**config.mk**
```make
export PLATFORM = sky130hd
export DESIGN_NAME = rvv_decode_top
export DESIGN_NICKNAME = d
export VERILOG_FILES = /design/src/rtl/rvv_cmd_pkg.sv /design/src/rtl/rvv_uop_pkg.sv /design/src/rtl/rvv_uq_push_if.sv /design/src/rtl/rvv_cmd_queue.sv /design/src/rtl/rvv_decode_unit.sv /design/src/rtl/rvv_decode_ctrl.sv /design/src/rtl/rvv_uop_queue.sv /design/src/rtl/rvv_decode_top.sv
export VERILOG_INCLUDE_DIRS = /design/src /design/src/rtl
export SDC_FILE = /design/constraint.sdc
export NUM_CORES = 1
export LEC_CHECK = 0
export BUFFER_PORTS_ARGS = -buffer_cell sky130_fd_sc_hd__buf_2
export CAP_MARGIN = 20
export CELL_PAD_IN_SITES_DETAIL_PLACEMENT = 0
export CELL_PAD_IN_SITES_GLOBAL_PLACEMENT = 1
export CORE_MARGIN = 4
export CORE_UTILIZATION = 30
export CTS_CLUSTER_DIAMETER = 30
export DETAILED_ROUTE_END_ITERATION = 6
export GPL_ROUTABILITY_DRIVEN = 0
export PLACE_DENSITY_LB_ADDON = 0.1
export REMOVE_ABC_BUFFERS = 1
export SLEW_MARGIN = 20
export SYNTH_ARGS = -nofsm -noshare
export SYNTH_HDL_FRONTEND = slang
export SYNTH_HIERARCHICAL = 1
export SYNTH_SLANG_ARGS = --single-unit
```
**constraint.sdc**
```tcl
create_clock -name clk -period 8 [get_ports clk]
set_input_delay 0 -clock clk [delete_from_list [all_inputs] [get_ports clk]]
set_output_delay 0 -clock clk [all_outputs]
set_load 0.01 [all_outputs]
```
**src/rtl/rvv_backend_macros.svh**
```systemverilog
// ########################################
// decode widths, uop index width and
// queue depths of the vector front end
// ########################################

`ifndef RVV_BACKEND_MACROS_SVH
`define RVV_BACKEND_MACROS_SVH

// decode units and push lanes
`define NUM_DE_INST       2
`define NUM_DE_UOP        4
`define NUM_DE_UOP_WIDTH  3

// uop index inside one command
`define UOP_INDEX_WIDTH   3

// queue depths
`define CQ_DEPTH          8
`define UQ_DEPTH          16

`endif

```
**src/rtl/rvv_cmd_pkg.sv**
```systemverilog
// ########################################
// command types of the vector front end
// ########################################

package rvv_cmd_pkg;

  typedef logic [7:0] opcode_t;

  typedef logic [4:0] vreg_t;

  // 0..3 select 1, 2, 4 or 8 uops
  typedef logic [1:0] lmul_t;

  typedef struct packed {
    opcode_t opcode;
    vreg_t   vd;
    lmul_t   lmul;
  } cmd_t;

endpackage

```
**src/rtl/rvv_uop_pkg.sv**
```systemverilog
// ########################################
// uop types and uop queue occupancy count
// ########################################

`include "rvv_backend_macros.svh"

package rvv_uop_pkg;

  typedef logic [`UOP_INDEX_WIDTH-1:0] uop_index_t;

  // one entry of the uop queue
  typedef struct packed {
    rvv_cmd_pkg::opcode_t opcode;
    rvv_cmd_pkg::vreg_t   vd;
    uop_index_t           uop_index;
    logic                 last_uop_valid;
  } uop_t;

  // counts 0..UQ_DEPTH inclusive
  typedef logic [$clog2(`UQ_DEPTH + 1)-1:0] uq_count_t;

endpackage

```
**src/rtl/rvv_uq_push_if.sv**
```systemverilog
// ########################################
// four-lane push into the uop queue
// ########################################

`include "rvv_backend_macros.svh"

interface rvv_uq_push_if;
  import rvv_uop_pkg::*;

  logic [`NUM_DE_UOP-1:0] push;
  uop_t [`NUM_DE_UOP-1:0] data;
  logic                   full;
  // bit k set when exactly k entries are free
  logic [`NUM_DE_UOP-1:1] almost_full;

  modport ctrl  (output push, output data, input full, input almost_full);
  modport queue (input push, input data, output full, output almost_full);

endinterface

```
**src/rtl/rvv_cmd_queue.sv**
```systemverilog
// ########################################
// command FIFO, one write port and two
// read ports, pops 0, 1 or 2 per cycle
// ########################################

`include "rvv_backend_macros.svh"

module rvv_cmd_queue (
  input  logic                                 clk,
  input  logic                                 reset,
  input  logic                                 wr_valid,
  input  rvv_cmd_pkg::cmd_t                    wr_data,
  output logic                                 wr_ready,
  output logic [`NUM_DE_INST-1:0]              pkg_valid,
  output rvv_cmd_pkg::cmd_t [`NUM_DE_INST-1:0] cmd,
  input  logic [`NUM_DE_INST-1:0]              pop
);
  import rvv_cmd_pkg::*;

  localparam int PTR_W = $clog2(`CQ_DEPTH);
  localparam int CNT_W = $clog2(`CQ_DEPTH + 1);

  cmd_t             mem [`CQ_DEPTH];
  logic [PTR_W-1:0] wr_ptr;
  logic [PTR_W-1:0] rd_ptr;
  logic [CNT_W-1:0] count;
  logic [CNT_W-1:0] pop_num;
  logic             wr_en;

  assign wr_ready = (count != CNT_W'(`CQ_DEPTH));
  assign wr_en    = wr_valid && wr_ready;

  // pops are contiguous from the head
  always_comb begin
    pop_num = '0;
    for (int i = 0; i < `NUM_DE_INST; i++) begin
      pop_num = pop_num + CNT_W'(pop[i]);
    end
  end

  // head and head+1, pointer wraps at the depth
  for (genvar i = 0; i < `NUM_DE_INST; i++) begin : g_rd
    assign pkg_valid[i] = (count > CNT_W'(i));
    assign cmd[i]       = mem[rd_ptr + PTR_W'(i)];
  end

  always_ff @(posedge clk) begin
    if (reset) begin
      wr_ptr <= '0;
      rd_ptr <= '0;
      count  <= '0;
    end else begin
      if (wr_en) begin
        wr_ptr <= wr_ptr + 1'b1;
      end
      rd_ptr <= rd_ptr + PTR_W'(pop_num);
      count  <= count + CNT_W'(wr_en) - pop_num;
    end
  end

  always_ff @(posedge clk) begin
    if (wr_en) begin
      mem[wr_ptr] <= wr_data;
    end
  end

  // the controller pops only commands it can see
  a_pop_valid: assert property (@(posedge clk) disable iff (reset)
    (pop & ~pkg_valid) == '0)
    else $error("command pop of an empty entry");

  // the read pointer advance assumes the head goes first
  a_pop_order: assert property (@(posedge clk) disable iff (reset)
    pop[1] |-> pop[0])
    else $error("second command popped before the head");

  a_no_overflow: assert property (@(posedge clk) disable iff (reset)
    count <= CNT_W'(`CQ_DEPTH))
    else $error("command queue written while full");

endmodule

```
**src/rtl/rvv_decode_unit.sv**
```systemverilog
// ########################################
// expands one command into up to four
// uops from a given uop index
// ########################################

`include "rvv_backend_macros.svh"

module rvv_decode_unit (
  input  logic                                cmd_valid,
  input  rvv_cmd_pkg::cmd_t                   cmd,
  input  rvv_uop_pkg::uop_index_t             start_index,
  output logic [`NUM_DE_UOP-1:0]              uop_valid,
  output rvv_uop_pkg::uop_t [`NUM_DE_UOP-1:0] uops
);
  import rvv_cmd_pkg::*;
  import rvv_uop_pkg::*;

  // one bit wider than the index so start + slot never wraps
  localparam int POS_W = `UOP_INDEX_WIDTH + 1;

  logic [POS_W-1:0] uop_num;
  logic [POS_W-1:0] slot_pos [`NUM_DE_UOP];
  vreg_t            slot_vd  [`NUM_DE_UOP];

  // lmul code n gives 2**n uops
  assign uop_num = POS_W'(1) << cmd.lmul;

  for (genvar k = 0; k < `NUM_DE_UOP; k++) begin : g_slot
    assign slot_pos[k] = {1'b0, start_index} + POS_W'(k);

    // register group wraps at v31
    assign slot_vd[k] = cmd.vd + vreg_t'(slot_pos[k]);

    assign uop_valid[k] = cmd_valid && (slot_pos[k] < uop_num);

    assign uops[k].opcode    = cmd.opcode;
    assign uops[k].vd        = slot_vd[k];
    assign uops[k].uop_index = uop_index_t'(slot_pos[k]);

    // only a valid slot can carry the final uop
    assign uops[k].last_uop_valid = uop_valid[k] && (slot_pos[k] == uop_num - 1'b1);
  end

endmodule

```
**src/rtl/rvv_decode_ctrl.sv**
```systemverilog
// ########################################
// packs two decode units into four push
// lanes, drives pops and remaining index
// ########################################

`include "rvv_backend_macros.svh"

module rvv_decode_ctrl (
  input  logic                                                  clk,
  input  logic                                                  reset,
  input  logic [`NUM_DE_INST-1:0]                               pkg_valid,
  input  logic [`NUM_DE_INST-1:0][`NUM_DE_UOP-1:0]              uop_valid_de2uq,
  input  rvv_uop_pkg::uop_t [`NUM_DE_INST-1:0][`NUM_DE_UOP-1:0] uop_de2uq,
  output rvv_uop_pkg::uop_index_t                               uop_index_remain,
  output logic [`NUM_DE_INST-1:0]                               pop,
  rvv_uq_push_if.ctrl                                           uq
);
  import rvv_uop_pkg::*;

  // valid uops of unit 0, and lanes left over for unit 1
  logic [`NUM_DE_UOP_WIDTH-1:0] quantity;
  logic [`NUM_DE_UOP_WIDTH-1:0] taken1;
  logic [`NUM_DE_INST-1:0]      last_uop_unit;
  logic [`NUM_DE_UOP-1:0]       lane_valid;
  uop_t [`NUM_DE_UOP-1:0]       lane_data;
  logic                         fifo_ready;

  // at least four free entries in the uop queue
  assign fifo_ready = !(uq.full || (|uq.almost_full));

  // unit 0 slots are contiguous so a plain count is enough
  always_comb begin
    quantity = '0;
    for (int s = 0; s < `NUM_DE_UOP; s++) begin
      quantity = quantity + `NUM_DE_UOP_WIDTH'(uop_valid_de2uq[0][s]);
    end
  end

  assign taken1 = `NUM_DE_UOP_WIDTH'(`NUM_DE_UOP) - quantity;

  // unit 0 first, unit 1 fills the lanes behind it
  always_comb begin
    for (int j = 0; j < `NUM_DE_UOP; j++) begin
      if (j < quantity) begin
        lane_valid[j] = uop_valid_de2uq[0][j];
        lane_data[j]  = uop_de2uq[0][j];
      end else begin
        lane_valid[j] = uop_valid_de2uq[1][j - quantity];
        lane_data[j]  = uop_de2uq[1][j - quantity];
      end
    end
  end

  // last uop of each unit within the lanes it got
  always_comb begin
    last_uop_unit = '0;
    for (int s = 0; s < `NUM_DE_UOP; s++) begin
      if (uop_de2uq[0][s].last_uop_valid) begin
        last_uop_unit[0] = 1'b1;
      end
      if ((s < taken1) && uop_de2uq[1][s].last_uop_valid) begin
        last_uop_unit[1] = 1'b1;
      end
    end
  end

  assign pop[0] = fifo_ready && pkg_valid[0] && last_uop_unit[0];
  assign pop[1] = pop[0] && pkg_valid[1] && last_uop_unit[1];

  assign uq.push = fifo_ready ? lane_valid : '0;
  assign uq.data = lane_data;

  always_ff @(posedge clk) begin
    if (reset) begin
      uop_index_remain <= '0;
    end else if (pop[0]) begin
      // second command becomes head, resume where its lanes stopped
      if (pkg_valid[1] && !pop[1]) begin
        uop_index_remain <= uop_index_t'(taken1);
      end else begin
        uop_index_remain <= '0;
      end
    end else if (fifo_ready && pkg_valid[0]) begin
      // head still open after a full group of lanes
      uop_index_remain <= uop_index_remain + uop_index_t'(quantity);
    end
  end

  // lanes filled from lane 0 with no gaps
  a_push_contig: assert property (@(posedge clk) disable iff (reset)
    ((uq.push + 1'b1) & uq.push) == '0)
    else $error("push lanes not contiguous");

endmodule

```
**src/rtl/rvv_uop_queue.sv**
```systemverilog
// ########################################
// uop FIFO, four write lanes, one read
// port, full and almost-full flags
// ########################################

`include "rvv_backend_macros.svh"

module rvv_uop_queue (
  input  logic              clk,
  input  logic              reset,
  rvv_uq_push_if.queue      uq,
  output logic              rd_valid,
  output rvv_uop_pkg::uop_t rd_data,
  input  logic              rd_ready
);
  import rvv_uop_pkg::*;

  localparam int PTR_W = $clog2(`UQ_DEPTH);

  uop_t             mem [`UQ_DEPTH];
  logic [PTR_W-1:0] wr_ptr;
  logic [PTR_W-1:0] rd_ptr;
  uq_count_t        count;
  uq_count_t        free;
  uq_count_t        push_num;
  logic             rd_en;

  always_comb begin
    push_num = '0;
    for (int k = 0; k < `NUM_DE_UOP; k++) begin
      push_num = push_num + uq_count_t'(uq.push[k]);
    end
  end

  assign free    = uq_count_t'(`UQ_DEPTH) - count;
  assign uq.full = (count == uq_count_t'(`UQ_DEPTH));

  for (genvar k = 1; k < `NUM_DE_UOP; k++) begin : g_afull
    assign uq.almost_full[k] = (free == uq_count_t'(k));
  end

  assign rd_valid = (count != '0);
  assign rd_data  = mem[rd_ptr];
  assign rd_en    = rd_valid && rd_ready;

  always_ff @(posedge clk) begin
    if (reset) begin
      wr_ptr <= '0;
      rd_ptr <= '0;
      count  <= '0;
    end else begin
      wr_ptr <= wr_ptr + PTR_W'(push_num);
      if (rd_en) begin
        rd_ptr <= rd_ptr + 1'b1;
      end
      count <= count + push_num - uq_count_t'(rd_en);
    end
  end

  // lane k lands k entries after the write pointer
  always_ff @(posedge clk) begin
    for (int k = 0; k < `NUM_DE_UOP; k++) begin
      if (uq.push[k]) begin
        mem[wr_ptr + PTR_W'(k)] <= uq.data[k];
      end
    end
  end

  // a push needs room for a whole group of lanes
  a_push_room: assert property (@(posedge clk) disable iff (reset)
    |uq.push |-> free >= uq_count_t'(`NUM_DE_UOP))
    else $error("uop push without four free entries");

  a_no_overflow: assert property (@(posedge clk) disable iff (reset)
    (int'(count) + int'(push_num)) <= `UQ_DEPTH)
    else $error("uop queue overflow");

endmodule

```
**src/rtl/rvv_decode_top.sv**
```systemverilog
// ########################################
// command queue, two decoders, controller
// and uop queue of the decode stage
// ########################################

`include "rvv_backend_macros.svh"

module rvv_decode_top (
  input  logic              clk,
  input  logic              reset,
  input  logic              cmd_valid,
  input  rvv_cmd_pkg::cmd_t cmd_data,
  output logic              cmd_ready,
  output logic              uop_valid,
  output rvv_uop_pkg::uop_t uop_data,
  input  logic              uop_ready
);
  import rvv_cmd_pkg::*;
  import rvv_uop_pkg::*;

  logic [`NUM_DE_INST-1:0]                  pkg_valid;
  cmd_t [`NUM_DE_INST-1:0]                  cmd_cq2de;
  logic [`NUM_DE_INST-1:0]                  pop;
  logic [`NUM_DE_INST-1:0][`NUM_DE_UOP-1:0] uop_valid_de2uq;
  uop_t [`NUM_DE_INST-1:0][`NUM_DE_UOP-1:0] uop_de2uq;
  uop_index_t                               uop_index_remain;

  rvv_uq_push_if uq_if ();

  rvv_cmd_queue u_cmd_queue (
    .clk       (clk),
    .reset     (reset),
    .wr_valid  (cmd_valid),
    .wr_data   (cmd_data),
    .wr_ready  (cmd_ready),
    .pkg_valid (pkg_valid),
    .cmd       (cmd_cq2de),
    .pop       (pop)
  );

  // head resumes at the remaining index
  rvv_decode_unit u_decode_unit0 (
    .cmd_valid   (pkg_valid[0]),
    .cmd         (cmd_cq2de[0]),
    .start_index (uop_index_remain),
    .uop_valid   (uop_valid_de2uq[0]),
    .uops        (uop_de2uq[0])
  );

  rvv_decode_unit u_decode_unit1 (
    .cmd_valid   (pkg_valid[1]),
    .cmd         (cmd_cq2de[1]),
    .start_index (uop_index_t'(0)),
    .uop_valid   (uop_valid_de2uq[1]),
    .uops        (uop_de2uq[1])
  );

  rvv_decode_ctrl u_decode_ctrl (
    .clk              (clk),
    .reset            (reset),
    .pkg_valid        (pkg_valid),
    .uop_valid_de2uq  (uop_valid_de2uq),
    .uop_de2uq        (uop_de2uq),
    .uop_index_remain (uop_index_remain),
    .pop              (pop),
    .uq               (uq_if.ctrl)
  );

  rvv_uop_queue u_uop_queue (
    .clk      (clk),
    .reset    (reset),
    .uq       (uq_if.queue),
    .rd_valid (uop_valid),
    .rd_data  (uop_data),
    .rd_ready (uop_ready)
  );

endmodule

```
# --- Word-level counts from Yosys, hierarchy flattened ---
# Memories as Yosys holds them, arrays and structs flattened. A register that Yosys moved wholly into a read port is not among the register bits.
# Cells that the tools add are included.
# Widths: inputs -> output; s select.
word_totals:
  regBits: 26
  ramBits: 392
  inputBits: 19
  output_inout_bits: 19
  wordCells: 166
  n_memories: 2
memory_table:
  columns: ["memory", "words", "width", "rd", "rd_ports_with_merged_regs", "wr", "line", "source"]
  rows:
  - ["u_uop_queue.mem", 16, 17, 1, 1, 4, "rvv_uop_queue.sv:20", "uop_t mem [`UQ_DEPTH];"]
  - ["u_cmd_queue.mem", 8, 15, 2, 1, 1, "rvv_cmd_queue.sv:23", "cmd_t mem [`CQ_DEPTH];"]
classes:
  add_sub_neg: 38
  n_lt_le_gt_ge: 22
  n_eq_ne: 12
  shift: 2
  muxes: 49
  reduce_logical: 34
op_table:
  columns: ["cell", "count"]
  rows:
  - ["$bmux 17 s2", 4]
  - ["$mux 17", 8]
  - ["$lt 32x3->1 const B", 4]
  - ["$logic_and 1x1->1", 27]
  - ["$mux 1", 26]
  - ["$add 5x4->5", 3]
  - ["$eq 4x4->1", 3]
  - ["$lt 1x3->1 const A", 4]
  - ["$lt 2x3->1 const A", 4]
  - ["$lt 4x4->1", 3]
  - ["$mux 3", 4]
  - ["$mux 4", 3]
  - ["$add 5x1->5", 2]
  - ["$add 5x2->5 const B", 2]
  - ["$eq 5x2->1 const B", 2]
  - ["$add 3x2->4 const B", 2]
  - ["$add 4x1->4 const B", 2]
  - ["$add 4x2->4 const B", 2]
  - ["$bmux 1 s2", 4]
  - ["$eq 2x4->1 const A", 2]
  - ["$gt 4x1->1 const B", 2]
  - ["$lt 1x4->1 const A", 2]
  - ["$lt 2x4->1 const A", 2]
  - ["$shl 1x2->4 const A", 2]
  - ["29 further kinds", 38]

# --- Depth between registers and ports, before layout ---
logic_depth:
  ltp_word: 18
  mapped_depth: 39
  ltp_nobuf: 32

# --- Hierarchy ---
# Netlist, hierarchy kept.
by_module_without_submodules:
  columns: ["module", "n_inst", "cells_per_inst", "area_each_um2", "seq_area_each_um2"]
  rows:
  - ["rvv_uop_queue", 1, 2127, 21426.8, 8508.2]
  - ["rvv_cmd_queue", 1, 301, 6149.6, 3803.6]
  - ["rvv_decode_ctrl", 1, 283, 3015.4, 60.1]
  - ["rvv_decode_unit", 2, 164, 1353.8, 0.0]
  - ["rvv_decode_top", 1, 1, 3.8, 0.0]

# --- Worst setup path before layout ---
# OpenSTA, ideal clock, no wires.
synth_timing:
  path_kind: "reg-to-reg"
  start: "register u_cmd_queue.rd_ptr[1]"
  end: "register u_uop_queue.count[4]"
  setup_time_ns: 0.117
  arrival_ns: 7.534
  required_ns: 7.883
  setup_slack_ns: 0.349
  path_stages_with_launch: 38
  n_path_buf: 7
  period_less_slack_ns: 7.651
  cell_sequence: "dfxtp_1 -> buf_2 -> buf_2 -> mux4_2 -> mux2_2 -> buf_2 -> nand2b_1 -> ha_1 -> a221oi_2 -> nor2_1 -> nor3b_1 -> inv_1 -> fa_1 -> inv_1 -> ha_1 -> inv_1 -> ha_1 -> buf_2 -> [2 not listed] -> ha_1 -> ha_1 -> clkbuf_1 -> clkbuf_1 -> mux2i_1 -> nor2_1 -> ha_1 -> inv_1 -> fa_1 -> ha_1 -> inv_1 -> ha_1 -> inv_1 -> fa_1 -> nor2b_1 -> o21ai_0 -> a21oi_1 -> nor3b_1"
synth_via:
  elab_chain_len: 14
  elab_cells_between_ends: 29
  cone_classes: "add/sub: 6; order compare: 4; shift: 1; mux: 13; reduce/logical: 4; memory: 1"
synth_rtl:
  columns: ["element", "line", "source"]
  rows:
  - ["start, declared", "rvv_cmd_queue.sv:25", "logic [PTR_W-1:0] rd_ptr;"]
  - ["start signal, assigned", "rvv_cmd_queue.sv:56", "rd_ptr <= rd_ptr + PTR_W'(pop_num);"]
  - ["$add 3x1->3 *", "rvv_cmd_queue.sv:44", "assign cmd[i] = mem[rd_ptr + PTR_W'(i)];"]
  - ["$mem_v2 8x15 *", null, null]
  - ["$shl 1x2->4 *", "rvv_decode_unit.sv:26", "assign uop_num = POS_W'(1) << cmd.lmul;"]
  - ["$lt 1x4->1 / $lt 2x4->1 (equally long branches)", "rvv_decode_unit.sv:34", "assign uop_valid[k] = cmd_valid && (slot_pos[k] < uop_num);"]
  - ["$logic_and 1x1->1", "rvv_decode_unit.sv:34", null]
  - ["$bmux 1 s2 *", "rvv_decode_ctrl.sv:48", "lane_valid[j] = uop_valid_de2uq[1][j - quantity];"]
  - ["$mux 1 (implied by the code) *", "rvv_decode_ctrl.sv:48", null]
  - ["$mux 1 *", "rvv_decode_ctrl.sv:44", "if (j < quantity) begin"]
  - ["$mux 4 *", "rvv_decode_ctrl.sv:70", "assign uq.push = fifo_ready ? lane_valid : '0;"]
  - ["via uq_if.push[0]", "rvv_uq_push_if.sv:10", "logic [`NUM_DE_UOP-1:0] push;"]
  - ["$add 1x1->2 *", "rvv_uop_queue.sv:31", "push_num = push_num + uq_count_t'(uq.push[k]);"]
  - ["$add 5x1->5 * (2 in a row)", "rvv_uop_queue.sv:31", null]
  - ["$add 5x5->5 *", "rvv_uop_queue.sv:56", "count <= count + push_num - uq_count_t'(rd_en);"]
  - ["$sub 5x1->5 *", "rvv_uop_queue.sv:56", null]
  - ["end signal, assigned", "rvv_uop_queue.sv:56", null]
  - ["end, declared", "rvv_uop_queue.sv:23", "uq_count_t count;"]
# The timed path passes the listed nets; every way through them passes the cells marked *. The select of a mux whose other input is x is not followed.
# A chain may end at the register's enable or synchronous reset.

==> results_dict.tcl <==
set metrics [dict create \
    dpl.hpwl_um 92800 \
    cap_violations 0 \
    dieHeight_um 341 \
    cts.root.buffer_cell "clkbuf_16" \
    nets 3032 \
    die_w_um 341 \
    synth_cell_type_count 86 \
    layout-drive-gt1-share_pct 24.4 \
    wl_per_cell_um 32.3 \
    num_rows 121 \
    arrival_ns 7.65 \
    synthTopCellsByArea "edfxtp_1 (35%), mux4_2 (11%), a221oi_1 (4.3%)" \
    cts.sinks 422 \
    cp-start-kind "flop" \
    hp-class "input pin to flop" \
    async_flop_share_pct 0 \
    area_growth_pct 15.3 \
    yosysSeqAreaShare_pct 37.1 \
    drt-initial-drc-count 3509 \
    grt_pass1_vias 27800 \
    via_per_inst 6.20 \
    grt_pass1_wl_um 205000 \
    fin_worst_skew_ns 0.0424 \
    yosysWarnings 6 \
    pin_count 38 \
    cp-endpoint "u_uop_queue/mem[6][7]" \
    period_share_pct 91.8 \
    synth.avg_cell_area_um2 11.0 \
    r2r_start "u_cmd_queue/rd_ptr[0]" \
    hold_viol 0 \
    worstPathMaxFanout 18 \
    finalSetupViolCount 0 \
    timing.rr.end "u_uop_queue/mem[6][7]" \
    antenna_cells 0 \
    outcome "finished, final reports clean" \
    crit_required_ns 8.30 \
    overflow 0 \
    core_um2 110000 \
    synth_flop_cell "edfxtp_1" \
    clk_path_buf_depth 3 \
    slew_viol_final 0 \
    reg2regPathDepth 21 \
    cts.htree.levels 3 \
    vias 27800 \
    firstDrtPassIters 6 \
    grt_max_degree 147 \
    cts_tree "built" \
    end_kind "flop" \
    dieArea_um2 116000 \
    postCtsSetupBuffers 0 \
    portBuffers 37 \
    clkTransAtPathRegs_ns 0.04 \
    drcViolationCount 0 \
    synth_top_area_share_pct 35.3 \
    mappedNetlistArea_um2 33300 \
    synth_edf_count 392 \
    drt-total-wl_um 145000 \
    synth_area_leader_cell "edfxtp_1" \
    grt_usage_pct 24.1 \
    syn_inst 3040 \
    worst_pin_slew_ns 1.21 \
    antenna_found_initial 1 \
    rsz0062_at_grt "no" \
    critical_path_class "flop to flop" \
    insertion_delay_ns 0.72 \
    fin_crit_ns 7.34 \
    reg2reg_slack_ns 0.66 \
    maxSlewHeadroom_pct 19.5 \
    final_antenna_net_count 0 \
    critPathLaunch "u_cmd_queue/rd_ptr[0]" \
    fmaxAchievable_ghz 0.136 \
    synth-seq-cells 422 \
    initial_utilization_pct 30.4 \
    holdWs_ns 0.114 \
    fillers 10800 \
    cts_buffers 121 \
]
## timing repair
action	CTS	global route
endpoints found under the setup margin	0	0
hold buffers	19	0
gates resized for setup	0	0
hold endpoints to repair	147	0
## layout make-up
| type | count | area, um^2 | area share, % |
|---|---|---|---|
| clock buffer | 133 | 3090 | 8.06 |
| inverter | 68 | 255 | 0.665 |
| timing repair buffer | 178 | 1340 | 3.50 |
| tap | 1476 | 1850 | 4.81 |
| clock inverter | 90 | 1120 | 2.92 |
| multi-input combinational | 2113 | 18300 | 47.8 |
| sequential | 422 | 12400 | 32.3 |
## sequential cells by signal, indices dropped and copies added (netlist names), named ones only
| register | flops |
|---|---|
| u_cmd_queue/count | 4 |
| u_uop_queue/wr_ptr | 4 |
| u_cmd_queue/rd_ptr | 3 |
| u_uop_queue/count | 5 |
| u_cmd_queue/wr_ptr | 3 |
| u_decode_ctrl/uop_index_remain | 3 |
| u_uop_queue/rd_ptr | 4 |
| u_cmd_queue/mem | 120 |
| u_uop_queue/mem | 272 |
## per-stage QoR
step | setup TNS (ns) | setup WS [ns] | cells | utilization (%) | instance area, um^2
after floorplan | -1763.79 | -4.45 | 2603 | - | 30800
after global placement | 0 | 0.755 | 4236 | 31.0 | 33900
after detailed placement | 0 | 0.727 | 4236 | 31.0 | 33900
after CTS | 0 | 0.665 | 4478 | 35.0 | 38300
after global routing | 0 | 0.116 | 4480 | 35.0 | 38400
final | 0 | 0.657 | 4480 | 35.0 | 38400
## worst max-delay path, stage by stage (launching register included)
cell and delay [ns]:
dfxtp_2 0.46, mux4_1 0.60, mux2_2 0.38, nand2b_1 0.24, ha_1 0.30, nor2_1 0.03, nor2_1 0.11, o21ai_0 0.12
a21oi_1 0.31, inv_1 0.11, fa_1 0.54, inv_1 0.06, ha_4 0.22, fa_2 0.57, mux2_2 0.34, or2_2 0.27
a21oi_1 0.15, buf_4 0.21, nand2b_4 0.20, or3_1 0.75, nand2_1 0.19, a211o_1 0.79
## cells by family (layout without fill, tap and decap cells)
logic type	count (synthesis)	after routing	share of synthesized area, %
AOI/OAI and AO/OA	804	804	18.9
and+or+nand+nor	834	834	13.2
buffers and inverters	530	469	8.42
xor gates and xnor gates	56	56	1.70
DFF	422	422	37.1
adders and majority gates	109	109	4.50
muxes	284	284	16.1
other	1	26	0.0113
## how the worst min path moves through the flow
stage,slack (ns),end,cells after the start,start
final,0.11,u_cmd_queue/mem[7][6],2,cmd_data[6]
after detailed placement,0.27,u_cmd_queue/mem[6][10],1,cmd_data[10]
after CTS,0.08,u_cmd_queue/mem[7][6],2,cmd_data[6]
after global routing,0.11,u_cmd_queue/mem[7][6],2,cmd_data[6]
after global placement,0.26,u_cmd_queue/mem[0][9],1,cmd_data[9]
after floorplan,0.07,u_cmd_queue/count[1],1,reset
## cells in the mapped netlist, types with 14 or more instances
cell / instances
a211o_1: 14
a211oi_1: 94
a21o_1: 16
a21oi_1: 43
a221oi_1: 164
a22oi_1: 35
and2_1: 46
and3_1: 41
buf_1: 27
buf_2: 118
buf_4: 111
buf_6: 25
clkbuf_1: 176
dfxtp_1: 30
edfxtp_1: 392
fa_1: 18
ha_1: 91
inv_1: 67
mux2_2: 84
mux4_1: 19
mux4_2: 169
nand2_1: 117
nand3_1: 179
nand3b_1: 20
nor2_1: 273
nor2b_1: 18
o21ai_0: 24
o22ai_1: 120
o2bb2ai_1: 102
o31ai_1: 139
o31ai_2: 31
xnor2_1: 35
xor2_1: 14
## cell usage in the layout (no fill, tap or decap), types with 43 or more instances in the layout
master     Yosys  layout
a211oi_1      94      94
a21oi_1       43      43
a221oi_1     164     164
and2_1        46      46
buf_4        111     117
clkbuf_16      0     122
edfxtp_1     392     392
ha_1          91      88
inv_1         67      67
mux2_2        84      84
mux4_2       169     169
nand2_1      117     117
nand3_1      179     178
nor2_1       273     271
o22ai_1      120     120
o2bb2ai_1    102     102
o31ai_1      139     139
## layer usage
layer / GRT usage (%) / vias to the layer above / routed length (um)
li1: - / 11700 / -
met1: 32.5 / 14200 / 61300
met2: 37.2 / 1613 / 64700
met3: 6.35 / 317 / 13000
met4: 9.11 / 2 / 5480
met5: 0.500 / - / 75
Power is left out: the tool's default activity adds up to more than one toggle a clock period on the data nets, which glitch-free logic cannot reach.
